File: src/hdl/cache_defs.svh
`ifndef CACHE_DEFS_SVH
`define CACHE_DEFS_SVH

// Cache geometry
`define CACHE_WAYS      4
`define CACHE_WAY_W     2
`define CACHE_SETS      16
`define CACHE_INDEX_W   4

// 32-byte lines
`define CACHE_OFFSET_W  5
`define CACHE_LINE_W    256

// One mask bit per line byte
`define CACHE_MASK_W    32

// Remaining upper address bits
`define CACHE_TAG_W     23

// CPU read word
`define CACHE_WORD_W    32

`endif

File: src/hdl/cache_way_array.sv
`default_nettype none

`include "cache_defs.svh"

module cache_way_array #(
    parameter int WIDTH = 1
) (
    input  logic                      clk,
    input  logic                      rst,
    input  logic                      we,
    input  logic [`CACHE_INDEX_W-1:0] addr,
    input  logic [WIDTH-1:0]          din,
    output logic [WIDTH-1:0]          dout
);

    // One entry per set
    logic [WIDTH-1:0] mem [`CACHE_SETS];

    always_ff @(posedge clk) begin
        if (rst) begin
            for (int i = 0; i < `CACHE_SETS; i++) begin
                mem[i] <= '0;
            end
        end else if (we) begin
            mem[addr] <= din;
        end
    end

    // Read is combinational, same-cycle lookup
    assign dout = mem[addr];

endmodule

`default_nettype wire

File: config.mk
export PLATFORM = sky130hd
export DESIGN_NAME = cache_way_array
export DESIGN_NICKNAME = d
export VERILOG_FILES = /design/src/hdl/cache_way_array.sv
export VERILOG_INCLUDE_DIRS = /design/src /design/src/hdl
export SDC_FILE = /design/constraint.sdc
export NUM_CORES = 1
export LEC_CHECK = 0
export BUFFER_PORTS_ARGS = -buffer_cell sky130_fd_sc_hd__buf_2
export CAP_MARGIN = 25
export CORE_MARGIN = 1
export CORE_UTILIZATION = 60
export DETAILED_ROUTE_END_ITERATION = 7
export PLACE_DENSITY = 0.79
export RECOVER_POWER = 50
export SLEW_MARGIN = 20
export SYNTH_ARGS = -nofsm -noshare
export SYNTH_HDL_FRONTEND = slang
export SYNTH_SLANG_ARGS = --single-unit
File: constraint.sdc
create_clock -name clk -period 5.5 [get_ports clk]
set_input_delay 1.65 -clock clk [delete_from_list [all_inputs] [get_ports clk]]
set_output_delay 1.65 -clock clk [all_outputs]
set_load 0.01 [all_outputs]
* Yosys cells after proc, flatten, opt, wreduce, memory -nomap -nowiden *
Memory sizes are Yosys's and may differ from the RTL's.
Index checks and enable logic that the tools add are counted.

storage, ports and cells
  word-level logic and storage cells = 10
  memories kept = 1
  bits in writable memories = 16
  bits in registers = 0
  output and inout bits = 1
  input port bits = 8

memories
  memory  depth  bits a word  rd ports  clocked after memory_dff  write ports  line                   source
  mem     16     1            1         0                         16           cache_way_array.sv:17  logic [WIDTH-1:0] mem [`CACHE_SETS];

cells by class
  reductions and logical operators = 1
  multiplexer cells = 8

operators by type and width
  cell                number
  1-bit 2-to-1 mux    7
  4-bit 2-to-1 mux    1
  1-bit OR reduction  1

* Longest topological paths before layout *
Gate-level depths: netlist of run 1.

  word-level depth = 5
  gate-level depth with buffers = 4
  depth with buffers taken out = 3

* Least setup slack after synthesis of run 1 *
Ideal clock, no wire load.

  path kind = input to output
  from = in addr[0]
  to = out dout
  path slack = 1.281 ns
  data arrival time = 2.569 ns
  cell stages on the path = 4
  path buffers = 1
  cell sequence = buf_6 > mux4_2 > a22oi_1 > nand3_1

on the way
  longest elaborated chain between the ends = 1

ends and longest elaborated chain
  what                    line                   source
  start, declared         cache_way_array.sv:11  input logic [`CACHE_INDEX_W-1:0] addr,
  memory read 16 x 1 bit  --
  end, declared           cache_way_array.sv:13  output logic [WIDTH-1:0] dout

No other way between the ends.

* Worst setup path after layout of run 1 *
Ends and elaborated chain as after synthesis.

==> metrics.csv, run 1 <==
metric,value,unit
yosysSeqAreaShare,52.9,%
postRouteAntennaNets,0,
cts_htree_levels,1,
largest_register_ffs,16,
drt_iter0_drc,35,
regMostFlops,mem,
crit_slowest_cell,mux4_2,
wl_per_cell,18.2,um
setup_viol,0,
dp.cells,96,
overflow,0,
syn_to_final_growth,5.79,%
postCtsHoldBufs,0,
drt_pass1_iterations,4,
grt_max_degree,20,
rsz0062_at_grt,false,
cp_data_arrival_time,2.85,ns
power.density,245,nW/um2
grt_antenna_before_repair,0,
cts_buffers,3,
hold_viol,0,
yosysTopAreaCell,edfxtp_1,
die_h,40.9,um
fin_setup_tns,0,ns
syn_nets,85,
port_buffers,8,
postSynthCellCount,77,
tightestPinTransition,0.812,ns
syn-cell-area,908,um2
slew_headroom,45.9,%
nNetsFinal,94,
die_x,40.9,um
start_kind,input pin,
slew_violations,0,
final_cells,99,
track_usage,26.4,%
hold_class,input pin to flip-flop,
ios,9,
nFillCells,107,
placed_cell_area,942,um2
hpwl,1.26,mm
yosysUniqueCellTypes,20,
clkSlewWorstSetupHoldPaths,0.09,ns
cts_max_path_buffers,2,
slowest_delay,0.52,ns
place_ws,0.988,ns
worstSetupEndpointType,output port,
via_per_inst,6.61,
post-route-min-period,4.50,ns
required,3.85,ns
cts_setup_buffers,0,
die_area,1670,um2
multi_input_area,403,um2
final_cell_area,961,um2
cts-resized-gates,0,
min_from,din,
timing.final.crit_share,81.8,%
cts_tree,done,
core-area,1350,um2
irDropWorstVdd,0.211,mV
start_util,67.3,%
avgSynthCellArea,11.8,um2
ys_seq_elements,16,
status,"complete, no violations",
crit_top_cell,buf_2,
cp_max_fo,10,
fin_ws,1.00,ns
p_leak,0.359,nW
n_antenna_cell,0,
yosys.area.top_type_share,52.9,%
yosysWarnings,0,
rows,13,
finalPower,236,uW
path_cells,"buf_2, mux4_2, a22oi_1, nand3_1, buf_2",
drive_gt1_share,15.5,%
grt_pass1_wl,2.79,mm
postRouteWirelength,1.80,mm
maxCapViolCount,0,
gp_congestion,0.776,
grt_pass1_vias,572,
timing.hold.ws,1.79,ns
synthTopCellsByArea,"edfxtp_1, a21o_1, nor2_1",
critPathKind,input pin to output port,
reg.largest.list,mem: 16 flops,
clkSinkCount,16,
cts-root-buf,clkbuf_4,
max_freq,222,MHz
register_area,480,um2
vias,654,
crit_start,addr[0],
fin_util,71.2,%
drc,0,
cells in the final DEF, fill, tap and decap left out:
| cell type | synthesis | layout |
|---|---|---|
| clkbuf_4 | 0 | 3 |
| buf_2 | 2 | 5 |
| a22oi_1 | 1 | 1 |
| nand2_1 | 6 | 6 |
| nor2_1 | 18 | 18 |
| nand3_1 | 3 | 3 |
| a21o_1 | 9 | 9 |
| nand4b_1 | 1 | 1 |
| nor3b_1 | 1 | 1 |
| a41o_2 | 3 | 3 |
| nand3b_1 | 1 | 1 |
| nor2b_1 | 3 | 3 |
| o21bai_1 | 4 | 4 |
| edfxtp_1 | 16 | 16 |
| clkbuf_1 | 1 | 3 |
| mux4_1 | 2 | 2 |
| nand2b_1 | 1 | 1 |
| or2_0 | 0 | 1 |
| and2_1 | 1 | 1 |
| mux4_2 | 2 | 2 |
final timing paths:
check	to	slack, ns	cells after the start
hold / removal	mem[11]	1.79	3
setup / recovery	dout	1.00	5
layer usage:
layer  vias up  GRT usage [%]  share of wire, %
met1       309           38.4                43
met2        35           39.8                48
met5         -              0                 0
met3         4           5.98               7.8
met4         0           5.83              0.78
li1        306              -                 -
synth_stat cells:
cell	n
a21o_1	9
a22oi_1	1
a41o_2	3
and2_1	1
buf_2	2
buf_6	1
clkbuf_1	1
edfxtp_1	16
mux4_1	2
mux4_2	2
nand2_1	6
nand2b_1	1
nand3_1	3
nand3b_1	1
nand4b_1	1
nor2_1	18
nor2b_1	3
nor3b_1	1
o21bai_1	4
or2_1	1
area by class of cell:
class                      count  share of cell area [%]
multi-input combinational     57                    41.9
sequential                    16                    50.0
tap                           15                    1.95
timing repair buffer           8                    3.78
clock buffer                   3                    2.34
critical path: cells and delay by family:
kind                   cells  cell delay (ns)
AOI/OAI and AO/OA          1             0.22
buffers and inverters      2             0.36
muxes                      1             0.52
and+or+nand+nor            1             0.10
kinds of logic after synthesis:
family	after synthesis	share of synthesized area, %
DFF	16	52.9
AOI/OAI and AO/OA	17	15.3
and+or+nand+nor	36	18.3
buffers and inverters	4	2.75
muxes	4	10.7
power breakdown:
part | internal (mW) | switching, mW | leakage (nW)
Sequential | 0.141 | 0.00177 | 0.153
Combinational | 0.0139 | 0.0182 | 0.193
Clock | 0.0254 | 0.0355 | 0.0138
Total | 0.180 | 0.0555 | 0.359
Note: power is estimated with default switching activity, not from simulation.
==> inputs of run 2 (changes only) <==
CORE_UTILIZATION = 56   (was 60)
PLACE_DENSITY = 0.74   (was 0.79)
clock period = 4.7 ns   (was 5.5 ns; I/O delays follow)
==> metrics.csv, run 2 (synthesis gave the netlist of run 1 again) <==
metric,value,unit
postCtsHoldBufs,0,
cts_htree_levels,1,
fin_ws,0.705,ns
rows,14,
swShare,23.3,%
power.density,285,nW/um2
core-area,1510,um2
rsz0062_at_grt,false,
regMostFlops,mem,
start_util,60.3,%
required,3.29,ns
seqPwrFrac,60.7,%
cts_setup_buffers,0,
via_per_inst,6.63,
cts_max_path_buffers,2,
critPathKind,input pin to output port,
status,"complete, no violations",
tightestPinTransition,0.764,ns
p_leak,0.362,nW
worstSetupEndpointType,output port,
clkPwrFrac,25.8,%
slew_headroom,49.1,%
hold_viol,0,
nNetsFinal,94,
grt_max_degree,20,
clkSlewWorstSetupHoldPaths,0.08,ns
max_freq,250,MHz
cts-root-buf,clkbuf_4,
cts-resized-gates,0,
postRouteWirelength,1.74,mm
start_kind,input pin,
grt_pass1_wl,2.88,mm
nFillCells,126,
timing.final.crit_share,85.0,%
post-route-min-period,3.99,ns
die_area,1790,um2
drt_iter0_drc,39,
hold_class,input pin to flip-flop,
postRouteAntennaNets,0,
finalPower,275,uW
grt_pass1_vias,609,
vias,663,
die_h,42.3,um
reg.largest.list,mem: 16 flops,
power_frac_comb,13.5,%
slew_violations,0,
ios,9,
power.internal,211,uW
gp_congestion,0.768,
setup_viol,0,
cts_tree,done,
irDropWorstVdd,0.169,mV
track_usage,22.9,%
fin_setup_tns,0,ns
overflow,0,
n_antenna_cell,0,
p_switching,64.0,uW
syn_to_final_growth,6.06,%
clkSinkCount,16,
largest_register_ffs,16,
wl_per_cell,17.4,um
layout_common_cells,"nor2_1, edfxtp_1, a21o_1, nand2_1, buf_2",
drt_pass1_iterations,4,
multi_input_area,403,um2
place_ws,0.690,ns
drc,0,
cp_max_fo,10,
register_area,480,um2
layout_commonest_cell,nor2_1,
port_buffers,8,
grt_antenna_before_repair,0,
maxCapViolCount,0,
drive_gt1_share,16.7,%
cp_data_arrival_time,2.58,ns
cts_buffers,3,
hpwl,1.24,mm
die_x,42.3,um
run 2: changes by cell type in the layout (fill, tap and decap cells not counted):
cell      delta
buf_2        +1
clkbuf_1     -1
run 2: cell type report:
| type | count | share of cell area (%) |
|---|---|---|
| timing repair buffer | 8 | 3.90 |
| tap | 16 | 2.08 |
| clock buffer | 3 | 2.34 |
| sequential | 16 | 49.9 |
| multi-input combinational | 57 | 41.8 |
run 2: critical path, cell delays in order:
cell and delay, ns:
buf_2 0.21, mux4_2 0.52, a22oi_1 0.20, nand3_1 0.10, buf_2 0.14
run 2: path summary, 6_finish.rpt:
kind                  to  cells after the start    start
hold / removal    mem[0]                      3      din
setup / recovery    dout                      5  addr[0]
run 2: routing by layer:
layer  GRT usage, %  share of wire [%]
met5              0                  0
met3           3.88                8.0
met4           11.3                2.2
met1           35.4                 44
met2           31.4                 45
run 2: power by group through the flow:
| stage | Sequential (mW) | Combinational (mW) | Clock [mW] |
|---|---|---|---|
| after floorplan | 0.169 | 0.0274 | 0 |
| after global placement | 0.170 | 0.0366 | 0 |
| after detailed placement | 0.170 | 0.0369 | 0 |
| after CTS | 0.167 | 0.0372 | 0.0719 |
| after global routing | 0.168 | 0.0403 | 0.0779 |
| final | 0.167 | 0.0371 | 0.0709 |
run 2: metrics by stage:
step / cell area [um2] / hold slack (ns) / utilization [%] / cells
3_5_place_dp: 943 / 1.85 / 62.6 / 97
5_1_grt: 963 / 1.57 / 64.0 / 100
3_3_place_gp: 943 / 1.84 / 62.6 / 97
4_1_cts: 966 / 1.55 / 64.1 / 100
2_1_floorplan: 908 / 1.67 / - / 77
6_report: 963 / 1.55 / 64.0 / 100
