`src/hdl/cache_defs.svh`:
```
`ifndef CACHE_DEFS_SVH
`define CACHE_DEFS_SVH

// Cache geometry
`define CACHE_WAYS      4
`define CACHE_WAY_W     2
`define CACHE_SETS      16
`define CACHE_INDEX_W   4

// 32-byte lines
`define CACHE_OFFSET_W  5
`define CACHE_LINE_W    256

// One mask bit per line byte
`define CACHE_MASK_W    32

// Remaining upper address bits
`define CACHE_TAG_W     23

// CPU read word
`define CACHE_WORD_W    32

`endif

```
`src/hdl/cache_pkg.sv`:
```
`default_nettype none

`include "cache_defs.svh"

package cache_pkg;

    typedef enum logic [2:0] {
        idle_s,
        compare_s,
        writeback_s,
        allocate_s,
        pcs_write_s
    } cache_state_t;

    // Tag, set and byte view of an address
    typedef struct packed {
        logic [`CACHE_TAG_W-1:0]    tag;
        logic [`CACHE_INDEX_W-1:0]  index;
        logic [`CACHE_OFFSET_W-1:0] offset;
    } addr_fields_t;

    // Line number view, used for the fill address
    typedef struct packed {
        logic [31-`CACHE_OFFSET_W:0] line;
        logic [`CACHE_OFFSET_W-1:0]  offset;
    } addr_line_t;

    typedef union packed {
        addr_fields_t f;
        addr_line_t   l;
    } cache_addr_u;

    typedef struct packed {
        cache_addr_u               addr;
        logic                      read;
        logic [`CACHE_MASK_W-1:0]  wmask;
        logic [`CACHE_LINE_W-1:0]  wdata;
        logic                      pcs;
        logic [`CACHE_MASK_W-1:0]  pcs_mask;
        logic [`CACHE_LINE_W-1:0]  pcs_line;
    } cpu_req_t;

    typedef struct packed {
        logic [31:0]               addr;
        logic                      read;
        logic                      write;
        logic [`CACHE_LINE_W-1:0]  wdata;
    } mem_req_t;

    typedef struct packed {
        logic                      hit;
        logic [`CACHE_WAY_W-1:0]   hit_way;
        logic [`CACHE_WAY_W-1:0]   victim_way;
        logic                      victim_dirty;
        logic [`CACHE_TAG_W-1:0]   victim_tag;
    } lookup_t;

    // Stored tag word, dirty bit on top
    typedef struct packed {
        logic                      dirty;
        logic [`CACHE_TAG_W-1:0]   tag;
    } tag_entry_t;

endpackage

`default_nettype wire

```
`src/hdl/cache_control.sv`:
```
`default_nettype none

`include "cache_defs.svh"

module cache_control (
    input  logic                     clk,
    input  logic                     rst,
    input  cache_pkg::cpu_req_t      req,
    input  cache_pkg::lookup_t       lookup,
    input  logic                     dfp_resp,
    output cache_pkg::cache_state_t  state,
    output cache_pkg::mem_req_t      mem,
    output logic [`CACHE_WAYS-1:0]   data_we,
    output logic [`CACHE_WAYS-1:0]   tag_we,
    output logic [`CACHE_WAYS-1:0]   valid_we,
    output logic                     plru_we,
    output logic                     ufp_resp
);

    cache_pkg::cache_state_t state_next;
    logic                    req_write;
    logic                    req_valid;
    logic [`CACHE_WAYS-1:0]  hit_sel;
    logic [`CACHE_WAYS-1:0]  victim_sel;

    assign req_write  = (req.wmask != '0);
    assign req_valid  = req.read || req_write || req.pcs;
    assign hit_sel    = {{(`CACHE_WAYS-1){1'b0}}, 1'b1} << lookup.hit_way;
    assign victim_sel = {{(`CACHE_WAYS-1){1'b0}}, 1'b1} << lookup.victim_way;

    always_ff @(posedge clk) begin
        if (rst) begin
            state <= cache_pkg::idle_s;
        end else begin
            state <= state_next;
        end
    end

    always_comb begin
        state_next = state;
        mem        = '0;
        data_we    = '0;
        tag_we     = '0;
        valid_we   = '0;
        plru_we    = 1'b0;
        ufp_resp   = 1'b0;

        case (state)
            cache_pkg::idle_s: begin
                if (req_valid) begin
                    state_next = cache_pkg::compare_s;
                end
            end

            cache_pkg::compare_s: begin
                if (lookup.hit && req.pcs) begin
                    state_next = cache_pkg::pcs_write_s;
                end else if (lookup.hit) begin
                    // Read or write hit completes here
                    ufp_resp   = 1'b1;
                    plru_we    = 1'b1;
                    state_next = cache_pkg::idle_s;
                    if (req_write) begin
                        data_we = hit_sel;
                        tag_we  = hit_sel;
                    end
                end else if (lookup.victim_dirty) begin
                    state_next = cache_pkg::writeback_s;
                end else begin
                    state_next = cache_pkg::allocate_s;
                end
            end

            cache_pkg::writeback_s: begin
                mem.write = 1'b1;
                mem.addr  = {lookup.victim_tag, req.addr.f.index, {`CACHE_OFFSET_W{1'b0}}};
                if (dfp_resp) begin
                    state_next = cache_pkg::allocate_s;
                end
            end

            cache_pkg::allocate_s: begin
                mem.read = 1'b1;
                mem.addr = {req.addr.l.line, {`CACHE_OFFSET_W{1'b0}}};
                if (dfp_resp) begin
                    // Fill the victim way with a clean tag
                    data_we    = victim_sel;
                    tag_we     = victim_sel;
                    valid_we   = victim_sel;
                    state_next = cache_pkg::compare_s;
                end
            end

            cache_pkg::pcs_write_s: begin
                data_we    = hit_sel;
                tag_we     = hit_sel;
                plru_we    = 1'b1;
                ufp_resp   = 1'b1;
                state_next = cache_pkg::idle_s;
            end

            default: begin
                state_next = cache_pkg::idle_s;
            end
        endcase
    end

    // Only a dirty victim goes back to memory
    a_wb_dirty: assert property (@(posedge clk) disable iff (rst)
        mem.write |-> lookup.victim_dirty);

    // The PCS merge lands in a line that is still resident
    a_pcs_resident: assert property (@(posedge clk) disable iff (rst)
        (state == cache_pkg::pcs_write_s) |-> lookup.hit);

    // Memory strobe and address hold until the response arrives
    a_dfp_hold: assert property (@(posedge clk) disable iff (rst)
        ((mem.read || mem.write) && !dfp_resp) |=>
            ($stable(mem.read) && $stable(mem.write) && $stable(mem.addr)));

endmodule

`default_nettype wire

```
`config.mk`:
```
export PLATFORM = sky130hd
export DESIGN_NAME = cache_control
export DESIGN_NICKNAME = d
export VERILOG_FILES = /design/src/hdl/cache_pkg.sv /design/src/hdl/cache_control.sv
export VERILOG_INCLUDE_DIRS = /design/src /design/src/hdl
export SDC_FILE = /design/constraint.sdc
export NUM_CORES = 1
export LEC_CHECK = 0
export ABC_AREA = 0
export BUFFER_PORTS_ARGS = -buffer_cell sky130_fd_sc_hd__buf_4
export CORE_AREA = 4 4 366 368
export CTS_BUF_LIST = sky130_fd_sc_hd__clkbuf_8
export DETAILED_ROUTE_END_ITERATION = 7
export DIE_AREA = 0 0 370 372
export MAX_ROUTING_LAYER = met4
export SKIP_LAST_GASP = 1
export SLEW_MARGIN = 30
export SYNTH_ARGS = -nofsm -noshare
export SYNTH_HDL_FRONTEND = slang
export SYNTH_SLANG_ARGS = --single-unit
```
`constraint.sdc`:
```
create_clock -name clk -period 3.1 [get_ports clk]
set_clock_uncertainty 0.2 [all_clocks]
set_input_delay 0.31 -clock clk [delete_from_list [all_inputs] [get_ports clk]]
set_output_delay 0.31 -clock clk [all_outputs]
set_load 0.03 [all_outputs]
```
---- Yosys cells after proc, flatten, opt, wreduce, memory -nomap -nowiden ----
Index checks and enable logic that the tools add are counted.
W data, S select, Z words.
storage, ports and cells
  bits in read-only memories .............. 0
  input port bits ......................... 642
  output and inout port bits .............. 307
  latch bits .............................. 0
  bits in writable memories ............... 0
  register bits ........................... 3
  logic and storage cells ................. 35
  memories ................................ 0
operators by class
  bitwise gates (word level) .............. 0
  add/subtract/negate cells ............... 0
  div/mod/pow operators ................... 0
  reductions and logical operators ........ 6
  shift operators ......................... 2
  multiplexer cells ....................... 19
  multiply operators ...................... 0
  equality and inequality tests ........... 7
  $lt $le $gt $ge ......................... 0
operators by type and width
  operator               count
  $pmux W32 S2           1
  $reduce_bool A32 Y1    1
  $mux W4                5
  $mux W3                4
  $pmux W3 S4            1
  $pmux W4 S3            1
  $shl A1 B2 Y4 const A  2
  $eq A3 B2 Y1 const B   2
  $ne A2 B2 Y1 const B   3
  $mux W1                5
  $eq A3 B1 Y1 const B   1
  $eq A3 B3 Y1 const B   1
  $logic_not A3 Y1       1
  $reduce_and A3 Y1      1
  $logic_or A1 B1 Y1     2
  $mux W2                1
  $pmux W1 S2            1
  $logic_and A1 B1 Y1    1

---- Depth between registers and ports, before layout ----
  depth in word-level cells ............... 5
  mapped depth ............................ 7
  mapped depth without buffers ............ 4

---- Worst setup path before layout ----
No wires, ideal clock.
  kind .................................... register to output
  from .................................... register state[0]
  to ...................................... output tag_we[1]
  arrival time ............................ 2.562 ns
  data required time ...................... 2.590 ns
  setup slack ............................. 0.028 ns
  stages on the path, launching flop included .. 7
  buffers on the path ..................... 2
  cell sequence ........................... dfxtp_1 > buf_2 > nand4bb_1 > a21oi_2 > o31ai_2 > o32ai_1 > buf_4
on the way
  word-level cells in the longest chain between the ends .. 2
  elaborated cells between the ends (all ways) .. 4
  those cells by class .................... eq/ne: 3; mux: 1
RTL lines
  item                                  line                 text
  from (decl)                           cache_control.sv:11  output cache_pkg::cache_state_t state,
  from (signal assigned)                cache_control.sv:33  state <= cache_pkg::idle_s;
  from (signal assigned)                cache_control.sv:35  state <= state_next;
  $eq A3 B3 Y1 (tied with other cells)  -
  $pmux W4 S3 (*)                       -
  to (decl)                             cache_control.sv:14  output logic [`CACHE_WAYS-1:0] tag_we,
Mark *: on every way between the ends. The rest lies on a longest branch, timed or not.

---- Worst setup path after layout ----
  from .................................... register state[0]
  to ...................................... output data_we[1]
on the way
  word-level cells in the longest chain between the ends .. 2
  elaborated cells between the ends (all ways) .. 4
  those cells by class .................... eq/ne: 3; mux: 1
RTL lines
  item                                  line                 text
  $eq A3 B3 Y1 (tied with other cells)  cache_control.sv:48  case (state)
  $pmux W4 S3 (*)                       cache_control.sv:48
  to (decl)                             cache_control.sv:13  output logic [`CACHE_WAYS-1:0] data_we,
Marked as above.

==> qor.yml <==
power:
  clockPowerShare_pct: 12.2
  ir_drop_mv: 0.0747
  power.total_mw: 0.901
  p_comb_share_pct: 81.4
  swShare_pct: 69.4
  power_frac_seq_pct: 6.3
  intPower_mw: 0.275
  p_sw_mw: 0.626
  powerDensity_nw_per_um2: 179
  leakage_nw: 1.84
route:
  wl_mm: 19.0
  drt-vias-per-instance: 0.970
  firstDrtPassIters: 4
  initialDrtViolationCount: 45
  post-route-drc-count: 0
  ant_nets: 0
  vias: 2199
  avgRoutedWirePerCell_um: 8.38
worst_setup_path:
  path_max_fanout: 18
  slowest_stage: "dfxtp_2"
  crit_type: "flip-flop to output pin"
  r2r_cells: 3
  cpPeakStageDelay_ns: 0.62
  critical_path_buf_inv_count: 1
  worstReg2RegStart: "state[0]"
  rrSetupSlack_ns: 1.49
  path_cells: "nand4bb_1 -> a21oi_2 -> o31ai_2 -> o32ai_1 -> buf_4"
  worstPathRequired_ns: 2.59
  arrival_ns: 2.06
  crit_family: "compound AO/OA/AOI/OAI gates"
  setup.worst_path.start_class: "flip-flop"
  r2r_end: "state[0]"
  critPathCaptureType: "output pin"
die:
  fp.dieW_um: 370
  rows: 133
  start_util_pct: 2.12
  die-area_um2: 138000
  core-area_um2: 131000
  ioPinCount: 949
  die_y_um: 372
sta:
  hold_viol_final: 0
  max_freq_mhz: 390
  min_period_ns: 2.57
  rsz0062_at_grt: "no"
  maxSlewViolCount: 0
  setup_viol: 0
  timing.hold.ws_ns: 0.0788
  finalCritPeriodShare_pct: 82.7
  setup_tns_ns: 0
cells_and_area:
  largestRegisters: "state x3"
  largest_register_ffs: 3
  areaGrowthSynthToFinish_pct: 81.1
  layout_common_cells: "conb_1 (261), buf_4 (142), nor2_1 (26), mux2i_1 (23), nor4_1 (6)"
  post_route_cells_drive_above_1_share_pct: 30.7
  instances_no_fill: 2267
  nNetsFinal: 1148
  regMostFlops: "state"
  fin_util_pct: 3.84
  final_common_cell: "conb_1"
flow_run:
  drv_cap: 0
hold_path:
  min_path_type: "input port to flip-flop"
  hold-path-endpoint: "state[0]"
  hold_depth: 2
  min-delay-start: "rst"
clock_network:
  cts_sinks: 3
  numCtsBuffers: 3
  clk_latency_ns: 0.22
  h-tree-depth: 1
  clockRootBuffer: "clkbuf_8"
  cts_tree: "done"
  clk_pin_slew_ns: 0.03
  cts_buffer_depth: 2
  cts_resized: 0
  post-cts-setup-buffer-count: 0
  holdBufCountCts: 0
synth:
  avgSynthCellArea_um2: 7.44
  synth_area_um2: 2780
  synth_seq_area_share_pct: 2.16
  ys_ff_latch: 3
  ys_warn_count: 0
  synth_cell_type_count: 31
  synthesis.instances: 373
place:
  dp_hpwl_mm: 18.4
  gp_congestion: 0.627
  portBuffers: 138
  placed_cells: 2256
grt:
  grt_pass1_vias: 1747
  grt_max_degree: 20
  antenna_found_initial: 14
  grtUsageTotal_pct: 2.58
  grt_pass1_wl_mm: 20.9
  overflow: 0
run_status:
  status: "finished, final reports clean"
==> power groups by stage <==
stage,Sequential [mW],Combinational [mW],Clock [mW]
3_3_place_gp,0.0568,0.736,0
2_1_floorplan,0.0501,0.810,0
6_report,0.0572,0.734,0.110
5_1_grt,0.0586,0.781,0.115
4_1_cts,0.0567,0.739,0.113
3_5_place_dp,0.0572,0.738,0
==> worst max path at each step <==
stage | from | endpoint | depth (start not counted)
6_report | state[0] | data_we[1] | 5
3_3_place_gp | req[547] | data_we[3] | 7
3_5_place_dp | req[562] | data_we[3] | 7
2_1_floorplan | state[0] | tag_we[1] | 6
5_1_grt | state[0] | data_we[1] | 5
4_1_cts | state[0] | data_we[1] | 5
==> cell type report <==
| class | instances | area (µm²) |
|---|---|---|
| fillers | 15600 | 126000 |
| well taps | 1755 | 2200 |
| multi-input cells | 355 | 1640 |
| repair buffers | 142 | 1070 |
| flip-flops and latches | 3 | 61.3 |
| clock buffers | 3 | 41.3 |
| diodes | 7 | 17.5 |
| clock inverters | 1 | 3.75 |
| inverters | 1 | 3.75 |
==> cell usage after synthesis <==
cell type | n | share of area (%)
nor2_1 | 26 | 3.5
nand2b_1 | 2 | 0.45
o21ai_0 | 1 | 0.18
or2_2 | 1 | 0.23
and2_1 | 5 | 1.1
nor2b_1 | 1 | 0.23
nor3b_1 | 2 | 0.54
dfxtp_1 | 3 | 2.2
o32ai_1 | 1 | 0.32
a21oi_1 | 1 | 0.18
nor3_1 | 2 | 0.36
mux2i_1 | 23 | 8.3
buf_6 | 1 | 0.41
or2b_1 | 1 | 0.27
or4_1 | 1 | 0.27
nand4b_1 | 1 | 0.32
buf_4 | 270 | 73
nand2_1 | 4 | 0.54
nor4_1 | 6 | 1.4
o22ai_1 | 1 | 0.23
and3_1 | 1 | 0.23
nand4bb_1 | 1 | 0.41
nor4_2 | 5 | 2.3
o21bai_1 | 3 | 0.81
nand4_1 | 2 | 0.45
a21oi_2 | 1 | 0.32
conb_1 | 1 | 0.14
o31ai_2 | 1 | 0.45
buf_2 | 3 | 0.54
and3b_1 | 1 | 0.32
inv_1 | 1 | 0.14
==> metal layers <==
layer | track usage [%] | vias to the layer above | share of wire [%]
met5 | - | - | 0
li1 | - | 933 | -
met1 | 3.76 | 904 | 48
met3 | 1.16 | 6 | 15
met4 | 0.181 | 0 | 0.31
met2 | 3.32 | 356 | 36
==> logic make-up (layout without fill, tap and decap cells) <==
| family | after synthesis | after routing | share of synthesized area [%] |
|---|---|---|---|
| other cells | 1 | 268 | 0.135 |
| simple gates | 62 | 62 | 12.8 |
| compound gates | 9 | 9 | 2.48 |
| flops | 3 | 3 | 2.16 |
| buf+inv | 275 | 147 | 74.1 |
| mux | 23 | 23 | 8.29 |
==> worst register-to-register path, delay by kind of cell, from the launching register on <==
kind	cells	cell delay, ns
flip-flops	1	0.46
AND/OR/NAND/NOR	3	0.82
==> per-stage QoR <==
stage                     area [µm²]  worst slack (ns)
after detailed placement        4960             0.657
after CTS                       5010             0.490
after global placement          4960             0.729
final                           5030             0.535
after global routing            5020             0.380
after floorplan                 3750            0.0285
Note: power is estimated with default switching activity, not from simulation.
